File: src/rtl/cpu_pkg.sv
package cpu_pkg;

  // Top nibble of every instruction
  typedef enum logic [3:0] {
    OP_ADD = 4'h0,
    OP_SUB = 4'h1,
    OP_XOR = 4'h2,
    OP_SLL = 4'h4,
    OP_SRA = 4'h5,
    OP_ROR = 4'h6,
    OP_LW  = 4'h8,
    OP_SW  = 4'h9,
    OP_LLB = 4'hA,
    OP_LHB = 4'hB,
    OP_B   = 4'hC,
    OP_BR  = 4'hD,
    OP_PCS = 4'hE,
    OP_HLT = 4'hF
  } opcode_t;

  // Branch condition field, bits 11:9
  typedef enum logic [2:0] {
    CC_NE,
    CC_EQ,
    CC_GT,
    CC_LT,
    CC_GE,
    CC_LE,
    CC_OV,
    CC_ALWAYS
  } cond_t;

  typedef struct packed {
    logic z;
    logic v;
    logic n;
  } flags_t;

  typedef struct packed {
    logic [15:0] instr;
    logic [15:0] pc_plus_2;  // Zero marks a bubble
  } if_id_t;

  typedef struct packed {
    logic       reg_write;
    logic       mem_read;
    logic       mem_write;
    logic       sets_z;
    logic       sets_vn;
    logic       alu_imm;    // Operand b from imm
    logic [1:0] spare;
  } ctrl_t;

  typedef struct packed {
    ctrl_t       ctrl;
    opcode_t     op;
    logic [3:0]  dst;
    logic [3:0]  src1;
    logic [3:0]  src2;
    logic [15:0] rd1;
    logic [15:0] rd2;
    logic [15:0] imm;
    logic        valid;
  } id_ex_t;

  typedef struct packed {
    ctrl_t       ctrl;
    logic [3:0]  dst;
    logic [3:0]  src2;        // Store data register
    logic [15:0] result;
    logic [15:0] store_data;
    logic        valid;
  } ex_mem_t;

  typedef struct packed {
    logic        reg_write;
    logic        mem_to_reg;
    logic [3:0]  dst;
    logic [15:0] result;
    logic [15:0] read_data;
  } mem_wb_t;

endpackage
File: src/rtl/cpu.sv
`timescale 1ns/1ns

module cpu import cpu_pkg::*; #(
  parameter int DATA_W = 16
) (
  input  logic              clk,
  input  logic              reset,
  output logic [DATA_W-1:0] imem_addr,
  input  logic [DATA_W-1:0] imem_data,
  output logic [DATA_W-1:0] dmem_addr,
  output logic [DATA_W-1:0] dmem_wdata,
  output logic              dmem_we,
  output logic              dmem_re,
  input  logic [DATA_W-1:0] dmem_rdata,
  output logic              hlt,
  output logic [DATA_W-1:0] pc_out
);

  logic [DATA_W-1:0] pc, pc_plus_2, branch_target, br_val;
  logic [DATA_W-1:0] rf_rd1, rf_rd2, wb_data, dec_imm;
  logic [DATA_W-1:0] ex_a, ex_b, ex_store, mem_store, alu_result;
  logic [15:0]       dec_instr;
  logic [3:0]        dec_src1, dec_src2;
  logic [1:0]        halt_sr;
  logic              dec_valid, dec_hlt, frozen;
  logic              stall, take_branch, redirect;
  opcode_t           dec_op;
  ctrl_t             dec_ctrl;
  flags_t            alu_flags;
  if_id_t            if_id_d, if_id;
  id_ex_t            id_ex_d, id_ex;
  ex_mem_t           ex_mem_d, ex_mem;
  mem_wb_t           mem_wb_d, mem_wb;

  ////////////////////////////////////////
  // Fetch
  ////////////////////////////////////////
  assign pc_plus_2 = pc + DATA_W'(2);
  assign imem_addr = pc;
  assign pc_out    = pc;
  assign if_id_d   = '{instr: imem_data, pc_plus_2: pc_plus_2};
  assign redirect  = take_branch && !stall;

  always_ff @(posedge clk) begin
    if (reset) begin
      pc <= '0;
    end else if (dec_hlt) begin
      pc <= if_id.pc_plus_2 - DATA_W'(2);  // Park on the HLT
    end else if (!frozen && !stall) begin
      pc <= redirect ? branch_target : pc_plus_2;
    end
  end

  pipe_reg #(.T(if_id_t)) if_id_reg (
    .clk(clk), .reset(reset), .stall(stall), .flush(redirect || dec_hlt || frozen),
    .d(if_id_d), .q(if_id)
  );

  ////////////////////////////////////////
  // Decode
  ////////////////////////////////////////
  assign dec_instr = if_id.instr;
  assign dec_op    = opcode_t'(dec_instr[15:12]);
  assign dec_valid = |if_id.pc_plus_2;
  assign dec_hlt   = dec_valid && dec_op == OP_HLT;

  always_comb begin
    dec_ctrl = '0;
    dec_imm  = '0;
    dec_src1 = 4'd0;  // No source means no hazard
    dec_src2 = 4'd0;
    case (dec_op)
      OP_ADD, OP_SUB, OP_XOR: begin
        dec_ctrl.reg_write = 1'b1;
        dec_ctrl.sets_z    = 1'b1;
        dec_ctrl.sets_vn   = (dec_op != OP_XOR);
        dec_src1           = dec_instr[7:4];
        dec_src2           = dec_instr[3:0];
      end
      OP_SLL, OP_SRA, OP_ROR: begin
        dec_ctrl.reg_write = 1'b1;
        dec_ctrl.sets_z    = 1'b1;
        dec_ctrl.alu_imm   = 1'b1;
        dec_imm            = {{(DATA_W-4){1'b0}}, dec_instr[3:0]};
        dec_src1           = dec_instr[7:4];
      end
      OP_LW, OP_SW: begin
        dec_ctrl.reg_write = (dec_op == OP_LW);
        dec_ctrl.mem_read  = (dec_op == OP_LW);
        dec_ctrl.mem_write = (dec_op == OP_SW);
        dec_ctrl.alu_imm   = 1'b1;
        dec_imm            = {{(DATA_W-5){dec_instr[3]}}, dec_instr[3:0], 1'b0};
        dec_src1           = dec_instr[7:4];
        dec_src2           = (dec_op == OP_SW) ? dec_instr[11:8] : 4'd0;  // Store data
      end
      OP_LLB, OP_LHB: begin
        dec_ctrl.reg_write = 1'b1;
        dec_ctrl.alu_imm   = 1'b1;
        dec_imm            = {{(DATA_W-8){1'b0}}, dec_instr[7:0]};
        dec_src1           = dec_instr[11:8];  // Byte merges into rd
      end
      OP_PCS: begin
        dec_ctrl.reg_write = 1'b1;
        dec_ctrl.alu_imm   = 1'b1;  // PC+2 plus zero
      end
      OP_BR:   dec_src1 = dec_instr[7:4];
      default: ;
    endcase
    if (!dec_valid) begin
      dec_ctrl = '0;
    end
  end

  // BR target, ALU result one stage ahead is usable right away
  assign br_val = (ex_mem.ctrl.reg_write && !ex_mem.ctrl.mem_read && dec_src1 != 4'd0 &&
                   ex_mem.dst == dec_src1) ? ex_mem.result : rf_rd1;
  assign branch_target = (dec_op == OP_BR) ? br_val
                       : if_id.pc_plus_2 + {{(DATA_W-10){dec_instr[8]}}, dec_instr[8:0], 1'b0};

  assign id_ex_d = '{
    ctrl:  dec_ctrl,
    op:    dec_op,
    dst:   dec_instr[11:8],
    src1:  dec_src1,
    src2:  dec_src2,
    rd1:   (dec_op == OP_PCS) ? if_id.pc_plus_2 : rf_rd1,
    rd2:   rf_rd2,
    imm:   dec_imm,
    valid: dec_valid
  };

  register_file #(.DATA_W(DATA_W)) regs (
    .clk(clk), .reset(reset), .src1(dec_src1), .src2(dec_src2),
    .dst(mem_wb.dst), .write(mem_wb.reg_write), .wdata(wb_data),
    .rdata1(rf_rd1), .rdata2(rf_rd2)
  );

  hazard_unit hazards (
    .dec_op(dec_op), .dec_src1(dec_src1), .dec_src2(dec_src2),
    .id_ex(id_ex), .ex_mem(ex_mem), .stall(stall)
  );

  branch_unit branches (
    .clk(clk), .reset(reset), .set_z(id_ex.ctrl.sets_z), .set_vn(id_ex.ctrl.sets_vn),
    .alu_flags(alu_flags), .op(dec_op), .ccc(dec_instr[11:9]), .take_branch(take_branch)
  );

  // Stalled decode leaves a bubble behind it
  pipe_reg #(.T(id_ex_t)) id_ex_reg (
    .clk(clk), .reset(reset), .stall(1'b0), .flush(stall), .d(id_ex_d), .q(id_ex)
  );

  ////////////////////////////////////////
  // Execute
  ////////////////////////////////////////
  forwarding_unit fwd (
    .id_ex(id_ex), .ex_mem(ex_mem), .mem_wb(mem_wb), .wb_data(wb_data),
    .ex_a(ex_a), .ex_b(ex_b), .ex_store(ex_store), .mem_store(mem_store)
  );

  alu #(.DATA_W(DATA_W)) alu_core (
    .op(id_ex.op), .a(ex_a), .b(ex_b), .result(alu_result), .flags(alu_flags)
  );

  assign ex_mem_d = '{
    ctrl:       id_ex.ctrl,
    dst:        id_ex.dst,
    src2:       id_ex.src2,
    result:     alu_result,
    store_data: ex_store,
    valid:      id_ex.valid
  };

  pipe_reg #(.T(ex_mem_t)) ex_mem_reg (
    .clk(clk), .reset(reset), .stall(1'b0), .flush(1'b0), .d(ex_mem_d), .q(ex_mem)
  );

  ////////////////////////////////////////
  // Memory and writeback
  ////////////////////////////////////////
  assign dmem_addr  = ex_mem.result;
  assign dmem_wdata = mem_store;
  assign dmem_we    = ex_mem.ctrl.mem_write;
  assign dmem_re    = ex_mem.ctrl.mem_read;

  assign mem_wb_d = '{
    reg_write:  ex_mem.ctrl.reg_write,
    mem_to_reg: ex_mem.ctrl.mem_read,
    dst:        ex_mem.dst,
    result:     ex_mem.result,
    read_data:  dmem_rdata
  };

  pipe_reg #(.T(mem_wb_t)) mem_wb_reg (
    .clk(clk), .reset(reset), .stall(1'b0), .flush(1'b0), .d(mem_wb_d), .q(mem_wb)
  );

  assign wb_data = mem_wb.mem_to_reg ? mem_wb.read_data : mem_wb.result;

  // HLT retires three cycles after decode
  always_ff @(posedge clk) begin
    if (reset) begin
      frozen  <= 1'b0;
      halt_sr <= '0;
      hlt     <= 1'b0;
    end else begin
      frozen  <= frozen || dec_hlt;
      halt_sr <= {halt_sr[0], dec_hlt};
      hlt     <= hlt || halt_sr[1];  // Sticky until reset
    end
  end

endmodule

File: src/rtl/branch_unit.sv
`timescale 1ns/1ns

module branch_unit import cpu_pkg::*; (
  input  logic       clk,
  input  logic       reset,
  input  logic       set_z,
  input  logic       set_vn,
  input  flags_t     alu_flags,
  input  opcode_t    op,
  input  logic [2:0] ccc,
  output logic       take_branch
);

  flags_t flags;
  logic   cond;

  always_ff @(posedge clk) begin
    if (reset) begin
      flags <= '0;
    end else begin
      if (set_z) flags.z <= alu_flags.z;
      if (set_vn) begin  // ADD and SUB only
        flags.v <= alu_flags.v;
        flags.n <= alu_flags.n;
      end
    end
  end

  always_comb begin
    case (cond_t'(ccc))
      CC_NE:   cond = !flags.z;
      CC_EQ:   cond = flags.z;
      CC_GT:   cond = !flags.z && !flags.n;
      CC_LT:   cond = flags.n;
      CC_GE:   cond = flags.z || !flags.n;
      CC_LE:   cond = flags.z || flags.n;
      CC_OV:   cond = flags.v;
      default: cond = 1'b1;  // Unconditional
    endcase
  end

  assign take_branch = (op == OP_B || op == OP_BR) && cond;

endmodule

File: src/rtl/hazard_unit.sv
`timescale 1ns/1ns

module hazard_unit import cpu_pkg::*; (
  input  opcode_t    dec_op,
  input  logic [3:0] dec_src1,
  input  logic [3:0] dec_src2,
  input  id_ex_t     id_ex,
  input  ex_mem_t    ex_mem,
  output logic       stall
);

  logic ex_writes;
  logic is_branch;
  logic load_use;
  logic flag_dep;
  logic br_dep;

  assign ex_writes = id_ex.valid && id_ex.ctrl.reg_write && id_ex.dst != 4'd0;
  assign is_branch = (dec_op == OP_B) || (dec_op == OP_BR);

  // Store data of a SW is caught later by the MEM stage forward
  assign load_use = ex_writes && id_ex.ctrl.mem_read &&
                    (id_ex.dst == dec_src1 ||
                     (id_ex.dst == dec_src2 && dec_op != OP_SW));

  // Flags not yet written by the instruction in EX
  assign flag_dep = is_branch && id_ex.valid && (id_ex.ctrl.sets_z || id_ex.ctrl.sets_vn);

  // BR target register still in flight
  assign br_dep = (dec_op == OP_BR) && dec_src1 != 4'd0 &&
                  ((ex_writes && id_ex.dst == dec_src1) ||
                   (ex_mem.valid && ex_mem.ctrl.mem_read && ex_mem.dst == dec_src1));

  assign stall = load_use || flag_dep || br_dep;

endmodule

File: src/rtl/forwarding_unit.sv
`timescale 1ns/1ns

module forwarding_unit import cpu_pkg::*; (
  input  id_ex_t      id_ex,
  input  ex_mem_t     ex_mem,
  input  mem_wb_t     mem_wb,
  input  logic [15:0] wb_data,
  output logic [15:0] ex_a,
  output logic [15:0] ex_b,
  output logic [15:0] ex_store,
  output logic [15:0] mem_store
);

  // Newest producer first; a load in EX/MEM only has its address yet
  function automatic logic [15:0] pick(input logic [3:0] src, input logic [15:0] reg_val,
                                       input ex_mem_t em, input mem_wb_t mw,
                                       input logic [15:0] wdata);
    logic [15:0] val;
    val = reg_val;
    if (src != 4'd0) begin
      if (em.valid && em.ctrl.reg_write && !em.ctrl.mem_read && em.dst == src) begin
        val = em.result;
      end else if (mw.reg_write && mw.dst == src) begin
        val = wdata;
      end
    end
    return val;
  endfunction

  assign ex_a     = pick(id_ex.src1, id_ex.rd1, ex_mem, mem_wb, wb_data);
  assign ex_store = pick(id_ex.src2, id_ex.rd2, ex_mem, mem_wb, wb_data);
  assign ex_b     = id_ex.ctrl.alu_imm ? id_ex.imm : ex_store;

  // Load right before a store, data arrives one stage late
  assign mem_store = (ex_mem.ctrl.mem_write && mem_wb.reg_write && mem_wb.mem_to_reg &&
                      ex_mem.src2 != 4'd0 && mem_wb.dst == ex_mem.src2)
                   ? wb_data : ex_mem.store_data;

endmodule

File: src/rtl/alu.sv
`timescale 1ns/1ns

module alu import cpu_pkg::*; #(
  parameter int DATA_W = 16
) (
  input  opcode_t           op,
  input  logic [DATA_W-1:0] a,
  input  logic [DATA_W-1:0] b,
  output logic [DATA_W-1:0] result,
  output flags_t            flags
);

  localparam logic [DATA_W-1:0] SAT_MAX = {1'b0, {(DATA_W-1){1'b1}}};
  localparam logic [DATA_W-1:0] SAT_MIN = {1'b1, {(DATA_W-1){1'b0}}};

  logic [DATA_W-1:0]   sum;
  logic [DATA_W-1:0]   diff;
  logic [2*DATA_W-1:0] rot_wide;
  logic [3:0]          shamt;
  logic                add_ovf;
  logic                sub_ovf;
  logic                ovf;

  assign shamt    = b[3:0];
  assign sum      = a + b;
  assign diff     = a - b;
  assign rot_wide = {a, a} >> shamt;

  // Signed overflow, sign of result flips against like-signed inputs
  assign add_ovf = (a[DATA_W-1] == b[DATA_W-1]) && (sum[DATA_W-1] != a[DATA_W-1]);
  assign sub_ovf = (a[DATA_W-1] != b[DATA_W-1]) && (diff[DATA_W-1] != a[DATA_W-1]);

  always_comb begin
    ovf = 1'b0;
    case (op)
      OP_ADD: begin
        ovf    = add_ovf;
        result = add_ovf ? (a[DATA_W-1] ? SAT_MIN : SAT_MAX) : sum;
      end
      OP_SUB: begin
        ovf    = sub_ovf;
        result = sub_ovf ? (a[DATA_W-1] ? SAT_MIN : SAT_MAX) : diff;
      end
      OP_XOR:               result = a ^ b;
      OP_SLL:               result = a << shamt;
      OP_SRA:               result = $signed(a) >>> shamt;
      OP_ROR:               result = rot_wide[DATA_W-1:0];
      OP_LLB:               result = {a[DATA_W-1:8], b[7:0]};   // Keep high byte
      OP_LHB:               result = {b[7:0], a[DATA_W-9:0]};   // Keep low byte
      OP_LW, OP_SW, OP_PCS: result = sum;  // Address or PC+2
      default:              result = '0;
    endcase
  end

  assign flags.z = (result == '0);
  assign flags.v = ovf;
  assign flags.n = result[DATA_W-1];

endmodule

File: src/rtl/register_file.sv
`timescale 1ns/1ns

module register_file #(
  parameter int DATA_W = 16
) (
  input  logic              clk,
  input  logic              reset,
  input  logic [3:0]        src1,
  input  logic [3:0]        src2,
  input  logic [3:0]        dst,
  input  logic              write,
  input  logic [DATA_W-1:0] wdata,
  output logic [DATA_W-1:0] rdata1,
  output logic [DATA_W-1:0] rdata2
);

  logic [DATA_W-1:0] regs [16];
  logic              wr_en;

  assign wr_en = write && dst != 4'd0;  // R0 stays zero

  always_ff @(posedge clk) begin
    if (reset) begin
      for (int i = 0; i < 16; i++) begin
        regs[i] <= '0;
      end
    end else if (wr_en) begin
      regs[dst] <= wdata;
    end
  end

  // Same-cycle write shows through to decode
  assign rdata1 = (src1 == 4'd0) ? '0 : (wr_en && dst == src1) ? wdata : regs[src1];
  assign rdata2 = (src2 == 4'd0) ? '0 : (wr_en && dst == src2) ? wdata : regs[src2];

endmodule

File: src/rtl/pipe_reg.sv
`timescale 1ns/1ns

module pipe_reg #(
  parameter type T = logic
) (
  input  logic clk,
  input  logic reset,
  input  logic stall,
  input  logic flush,
  input  T     d,
  output T     q
);

  // All-zero payload is a bubble, flush wins over stall
  always_ff @(posedge clk) begin
    if (reset || flush) begin
      q <= '0;
    end else if (!stall) begin
      q <= d;
    end
  end

endmodule

File: config.mk
export PLATFORM = sky130hd
export DESIGN_NAME = cpu
export DESIGN_NICKNAME = d
export VERILOG_FILES = /design/src/rtl/cpu_pkg.sv /design/src/rtl/cpu.sv /design/src/rtl/branch_unit.sv /design/src/rtl/hazard_unit.sv /design/src/rtl/forwarding_unit.sv /design/src/rtl/alu.sv /design/src/rtl/register_file.sv /design/src/rtl/pipe_reg.sv
export SDC_FILE = /design/constraint.sdc
export NUM_CORES = 1
export LEC_CHECK = 0
export ABC_AREA = 1
export ABC_CLOCK_PERIOD_IN_PS = 6650
export BUFFER_PORTS_ARGS = -buffer_cell sky130_fd_sc_hd__buf_2
export CAP_MARGIN = 20
export CORE_ASPECT_RATIO = 0.8
export CORE_UTILIZATION = 46
export DETAILED_ROUTE_END_ITERATION = 16
export PLACE_DENSITY = 0.66
export SETUP_SLACK_MARGIN = 0.15
export SLEW_MARGIN = 30
export SYNTH_ARGS = -nofsm -noshare
export SYNTH_HDL_FRONTEND = slang
export SYNTH_SLANG_ARGS = --single-unit
File: constraint.sdc
create_clock -name clk -period 6.65 [get_ports clk]
set_input_delay 0.3325 -clock clk [delete_from_list [all_inputs] [get_ports clk]]
set_output_delay 0.3325 -clock clk [all_outputs]
set_load 0.05 [all_outputs]
==> results by group, run 1 <==
Power
  – Overall power: 8.45 mW
  – Peak VDD IR: 0.000230 V
  – Leak pwr: 13.0 nW
  – Power density cells: 271 nW/um2

Clock tree
  – Total CTS buffers: 49
  – Worst skew pair latency: 0.62 ns
  – TritonCTS clock tree: built
  – Clock Tree Root: clkbuf_16
  – Clock sink total: 457
  – Clock Tree Buf Depth: 3
  – H-tree depth: 2
  – Clock slew at reported path FFs: 0.06 ns

Timing
  – Max transition margin: 0.301
  – Post-layout min period: 5.90 ns
  – Fin. max-slew vios: 0
  – RSZ-0062 raised after global routing: no
  – Setup TNS: 0 ns
  – Max Clock Freq: 170 MHz
  – Worst-Margin Slew: 1.05 ns
  – Tcrit/Tclk final: 0.887
  – Final setup viols: 0
  – Fin. Hold Viols: 0
  – Clock Skews: 0.0325 ns

Cells and area
  – Area delta synth->final: 11.0%
  – Final Instance Area: 31200 um2
  – Share of layout cells above drive strength 1: 0.0968
  – Fill count: 5846
  – Finished Layout Cells: 4705
  – Diodes inserted: 0
  – Nets: 3972
  – Final Util: 0.520

Die
  – Die Y: 223 um
  – Die width: 278 um
  – Top Ports: 101
  – Core Footprint: 60000 um2
  – Row cnt: 80
  – Initial core utilization: 0.469
  – Die ar.: 62100 um2

Synth
  – Post-synth EDFFs: 256
  – Top-count cell post-synth: nand2_1
  – Synth Instances: 3866
  – Yosys Warn Count: 0
  – Syn Std Cell Area: 28100 um2
  – Post-synth top area share: 0.274
  – Register area share after synthesis: 0.417
  – Mapped Avg Cell Area: 7.27 um2
  – Synth top area cells: edfxtp_1 27%, dfxtp_1 14%, nand2_1 11%
  – Cell taking the most area after synthesis: edfxtp_1
  – Top_reg_cell synth: edfxtp_1
  – Top cell types by occurrence after synthesis: 790 x nand2_1, 592 x nor2_1, 367 x nand3_1, 346 x inv_1, 263 x a21oi_1
  – Asr flop ratio synth: 0
  – Synth cell types: 65
  – Synthesis-stage register bit count: 457

Status
  – Status: finished, final reports clean

Global routing
  – Total GRT Usage: 0.343
  – Grt ovf: 0
  – Initial antenna violation count: 1
  – First-pass GRT wire length: 161000 um
  – Number of global-route vias before repair: 25000
  – Pin count of the biggest net entering global routing: 108

Routing
  – Routed wire per std cell: 23.2 um
  – Final wirelength: 109000 um
  – Vias per cell: 5.98
  – # DRC: 0
  – Drt initial violations: 3974
  – DRT Pass-1 Iters: 7
  – Via count: 28100
  – Antenna viol nets, final: 0

Critical path
  – CP max stage delay: 0.53 ns
  – Worst Setup Path Type: register to register
  – Top cell by count, worst path: nand2_1
  – Crit-path leading delay family: simple AND/OR/NAND/NOR gates
  – Crit path buf inv count: 4
  – CP Launch Type: register
  – Critical path endpoint category: register
  – Critical path's slowest cell: nand4_1
  – R2R Setup Slk: 0.75 ns
  – Worst Path Arrival: 6.43 ns
  – Maximum fanout along the worst path: 14
  – Required time of the critical path: 7.19 ns

Flow run
  – Max-capacitance violation count: 0

Hold path
  – Hold Path Class: primary input to register

Place
  – HPWL Detailed: 76000 um
  – Gpl congestion: 1.03
  – IO buf count: 100
  – Cells after DPL: 4576
  – Placed cell area: 29100 um2
==> metal layers <==
metal / up-vias / wire [um] / track usage
li1: 12900 / - / -
met1: 13100 / 48100 / 0.530
met2: 1810 / 43300 / 0.472
met3: 223 / 14200 / 0.0702
met4: 0 / 3540 / 0.106
met5: - / 0 / 0
==> final timing paths <==
kind              cells past startpoint                       start                              to
setup reg to reg                     32  id_ex_reg.q[53]$_SDFF_PP0_  branches.flags[2]$_SDFFE_PP0P_
setup / recovery                     32  id_ex_reg.q[53]$_SDFF_PP0_  branches.flags[2]$_SDFFE_PP0P_
hold reg to reg                       2  id_ex_reg.q[70]$_SDFF_PP0_     ex_mem_reg.q[46]$_SDFF_PP0_
hold / removal                        2                       reset      mem_wb_reg.q[3]$_SDFF_PP0_
==> layout by cell type (no fill, tap or decap), types with 6 or more instances in the layout <==
cell type,n
nor3_1,15
buf_2,99
inv_2,29
nand3_1,367
a311oi_1,6
a31oi_1,11
dlygate4sd3_1,32
xor2_1,53
clkinv_1,14
inv_1,341
nand2_2,13
or2_2,13
clkinv_2,8
o21a_1,9
nor2_1,592
o211ai_1,122
a311oi_2,10
a211oi_1,6
ha_1,45
o221ai_1,13
nand4_1,16
o21ai_2,17
conb_1,16
o21ai_0,254
clkbuf_16,50
xnor2_1,15
a21oi_1,263
nand2_1,782
o31ai_1,13
o21ai_1,33
o22ai_1,16
buf_4,84
edfxtp_1,256
dfxtp_1,201
clkbuf_1,7
==> state kept, by name (all words and copies together) (netlist names) <==
| name | count |
|---|---|
| frozen | 1 |
| imem_addr | 16 |
| id_ex_reg.q | 64 |
| mem_wb_reg.q | 38 |
| if_id_reg.q | 32 |
| halt_sr | 2 |
| branches.flags | 3 |
| regs.regs | 256 |
| hlt | 1 |
| ex_mem_reg.q | 44 |
==> where the power goes <==
part / leakage, nW / switching, mW / internal (mW)
registers: 4.28 / 0.149 / 3.13
logic: 7.98 / 1.69 / 0.635
clock network: 0.781 / 1.25 / 1.59
==> logic make-up after synthesis <==
kind of cell             after synthesis  synth area share
AO/OA/AOI/OAI                        815             0.173
XOR/XNOR                              68            0.0212
adder cells (fa/ha/maj)               51            0.0238
buffers and inverters                644            0.0948
flip-flops                           457             0.417
other                                  1          0.000133
AND/OR/NAND/NOR                     1830             0.270
==> final cells by class <==
type,count,area [um2],area share
multi-input combinational,2780,13900,0.446
sequential,457,11700,0.376
timing repair buffer,219,1520,0.0488
inverter,380,1430,0.0460
clock buffer,62,1350,0.0432
tap,779,975,0.0313
clock inverter,28,275,0.00883
==> stage by stage <==
stage                     hold slack (ns)  setup WS, ns
final                               0.125         0.751
after CTS                           0.110         0.581
after floorplan                     0.388          1.09
after global placement              0.402         0.758
after global routing                0.145         0.179
after detailed placement            0.401         0.608
==> timing repair <==
item / 4_1_cts / 5_1_grt
buffers inserted: 0 / 6
hold endpoints to repair: 32 / 0
setup endpoints to repair: 0 / 1
gates resized for setup: 0 / 8
hold buffers: 32 / 0
No activity file was read; power rests on OpenSTA's default activity.
==> run 2: changes to the inputs <==
- CTS_BUF_LIST: default -> sky130_fd_sc_hd__clkbuf_16
==> run 2 against run 1 <==
  * Critical path depth up 5
  * Core utilization down 0.083 points
  * Worst setup slack worse by 0.043 ns
  * Die area unchanged
  * Wire length about the same
  * Sequential share of layout area up 0.060 points
  * Critical endpoint unchanged
  * Clock skew down 0.0016 ns
  * Maximum frequency down 0.73%
==> results by group, run 2 (synthesis gave the netlist of run 1 again) <==
Flow run
  – Max-capacitance violation count: 0 (unchanged)

Clock tree
  – Clock slew at reported path FFs: 0.06 ns (about the same)
  – Total CTS buffers: 49 (unchanged)
  – Worst skew pair latency: 0.62 ns (about the same)
  – TritonCTS clock tree: built
  – Clock sink total: 457 (unchanged)
  – Clock Tree Buf Depth: 3 (unchanged)
  – Clock Tree Root: clkbuf_16
  – H-tree depth: 2 (unchanged)

Timing
  – Max transition margin: 0.284 (-0.0174)
  – Post-layout min period: 5.94 ns (+0.0433 ns)
  – RSZ-0062 raised after global routing: no
  – Worst-Margin Slew: 1.06 ns (+0.0152 ns)
  – Setup TNS: 0 ns (unchanged)
  – Fin. Hold Viols: 0 (unchanged)
  – Final setup viols: 0 (unchanged)
  – Tcrit/Tclk final: 0.894 (+0.00651)
  – Fin. max-slew vios: 0 (unchanged)
  – Max Clock Freq: 168 MHz (-0.73%)
  – Clock Skews: 0.0310 ns (-0.00159 ns)

Die
  – Die ar.: 62100 um2 (unchanged)
  – Top Ports: 101 (unchanged)
  – Core Footprint: 60000 um2 (unchanged)
  – Die Y: 223 um (unchanged)
  – Initial core utilization: 0.469 (unchanged)
  – Row cnt: 80 (unchanged)
  – Die width: 278 um (unchanged)

Hold path
  – Hold Path Class: primary input to register
  – Hold Path Depth: 2 (unchanged)
  – Hold EP: mem_wb_reg.q[3]$_SDFF_PP0_
  – HP Start: reset

Global routing
  – Initial antenna violation count: 1 (unchanged)
  – Total GRT Usage: 0.343 (about the same)
  – First-pass GRT wire length: 161000 um (about the same)
  – Number of global-route vias before repair: 25000 (+0.068%)
  – Grt ovf: 0 (unchanged)
  – Pin count of the biggest net entering global routing: 108 (unchanged)

Cells and area
  – Nets: 3972 (unchanged)
  – Share of layout cells above drive strength 1: 0.0953 (-0.00153)
  – Largest registers: regs.regs (256), id_ex_reg.q (64), ex_mem_reg.q (44)
  – Largest register FFs: 256 (unchanged)
  – Fill count: 5848 (+0.034%)
  – Most common cell after layout, fill and taps aside: nand2_1
  – Area delta synth->final: 10.8%
  – Largest Register: regs.regs
  – Finished Layout Cells: 4706 (+0.021%)
  – Commonest non-fill, non-tap cells in the layout: 782 x nand2_1, 592 x nor2_1, 367 x nand3_1

Power
  – Comb power frac: 0.278 (+0.003)
  – Sw Share: 0.369 (+0.00333)
  – Overall power: 8.39 mW (-0.78%)
  – Peak VDD IR: 0.000230 V (about the same)
  – Power density cells: 269 nW/um2 (-0.62%)
  – Pint: 5.29 mW (-1.3%)
  – Share of total power in the clock network: 0.331 (-0.005)
  – Switch Pwr: 3.10 mW (+0.12%)
  – Leak pwr: 13.0 nW (about the same)
  – Seq pwr share: 0.391 (+0.003)

Routing
  – Vias per cell: 5.96 (-0.19%)
  – Antenna viol nets, final: 0 (unchanged)
  – Routed wire per std cell: 23.2 um (about the same)
  – # DRC: 0 (unchanged)
  – Via count: 28100 (-0.17%)
  – DRT Pass-1 Iters: 8 (+1)
  – Final wirelength: 109000 um (about the same)
  – Drt initial violations: 4017 (+1.1%)

Critical path
  – R2R Setup Slk: 0.71 ns (-0.04 ns)
  – R2r startpoint: mem_wb_reg.q[32]$_SDFF_PP0_
  – Worst Setup Path Type: register to register
  – Reg2Reg Depth: 37 (+16%)
  – Critical path's slowest cell: dfxtp_1
  – Maximum fanout along the worst path: 10 (-4)
  – CP max stage delay: 0.56 ns (+0.03 ns)
  – Worst reg2reg endpoint: branches.flags[2]$_SDFFE_PP0P_
  – Worst Path Arrival: 6.47 ns (+0.04 ns)
  – CP Launch Type: register
  – Critical path endpoint category: register
  – Top cell by count, worst path: nand2_1
  – Required time of the critical path: 7.18 ns (about the same)

Status
  – Status: finished, final reports clean

Place
  – HPWL Detailed: 76000 um (unchanged)
  – Cells after DPL: 4576 (unchanged)
  – Gpl congestion: 1.03 (unchanged)
  – IO buf count: 100 (unchanged)
-- run 2: changes by cell type in the layout (fill, tap and decap cells not counted), sizes merged --
cell	previous run	this run
inv	373	380
clkinv	24	29
diode	0	1
clkbuf	62	50
-- run 2: final cells by class --
cell class / instances / area, um2 / share of cell area
multi-input combinational: 2780 / 13900 / 0.447
sequential: 457 / 11700 / 0.376
timing repair buffer: 219 / 1520 / 0.0489
inverter: 380 / 1430 / 0.0461
clock buffer: 50 / 1250 / 0.0402
tap: 779 / 975 / 0.0313
clock inverter: 40 / 320 / 0.0103
antenna: 1 / 2.50 / 0.0000804
-- run 2: routing by layer --
layer / up-vias / routed length (um) / GRT usage
met2: 1788 / 43400 / 0.471
met3: 226 / 14000 / 0.0701
li1: 12900 / - / -
met4: 0 / 3480 / 0.107
met5: - / 0 / 0
met1: 13100 / 48300 / 0.531
-- run 2: worst max-delay path, delay by kind of cell (launching register included) --
kind	cells	cell delay, ns
adders and majority gates	2	0.92
DFF	1	0.56
AOI/OAI and AO/OA	5	0.61
and+or+nand+nor	26	3.24
buffers and inverters	4	0.50
-- run 2: how the worst max path moves through the flow --
| stage | start | end | slack, ns | depth (start not counted) |
|---|---|---|---|---|
| 2_1_floorplan | ex_mem_reg.q[47]$_SDFF_PP0_ | branches.flags[2]$_SDFFE_PP0P_ | 1.09 | 39 |
| 3_3_place_gp | id_ex_reg.q[50]$_SDFF_PP0_ | branches.flags[2]$_SDFFE_PP0P_ | 0.76 | 38 |
| 3_5_place_dp | id_ex_reg.q[54]$_SDFF_PP0_ | branches.flags[2]$_SDFFE_PP0P_ | 0.61 | 35 |
| 4_1_cts | ex_mem_reg.q[37]$_SDFF_PP0_ | branches.flags[2]$_SDFFE_PP0P_ | 0.58 | 35 |
| 5_1_grt | ex_mem_reg.q[39]$_SDFF_PP0_ | branches.flags[2]$_SDFFE_PP0P_ | 0.15 | 38 |
| 6_report | mem_wb_reg.q[32]$_SDFF_PP0_ | branches.flags[2]$_SDFFE_PP0P_ | 0.71 | 37 |
-- run 2: power groups by stage --
stage	Sequential [mW]	Clock, mW	Combinational [mW]
after floorplan	3.27	0	1.52
after global placement	3.33	0	2.23
after detailed placement	3.33	0	2.21
after CTS	3.27	2.77	2.23
after global routing	3.29	2.89	2.49
final	3.28	2.77	2.33
-- run 2: through the flow --
stage	util	instance area, um2	worst slack [ns]	hold WS (ns)
floorplan	-	28200	1.09	0.388
global placement	0.485	29100	0.758	0.402
detailed placement	0.485	29100	0.608	0.401
CTS	0.517	31000	0.579	0.110
global route	0.519	31100	0.149	0.145
finish	0.519	31100	0.708	0.127
-- run 2: what timing repair did --
action / in CTS / in global routing
endpoints found under the hold margin: 32 / 0
hold buffers: 32 / 0
setup buffers: 0 / 6
resized for setup: 0 / 7
setup endpoints to repair: 0 / 2
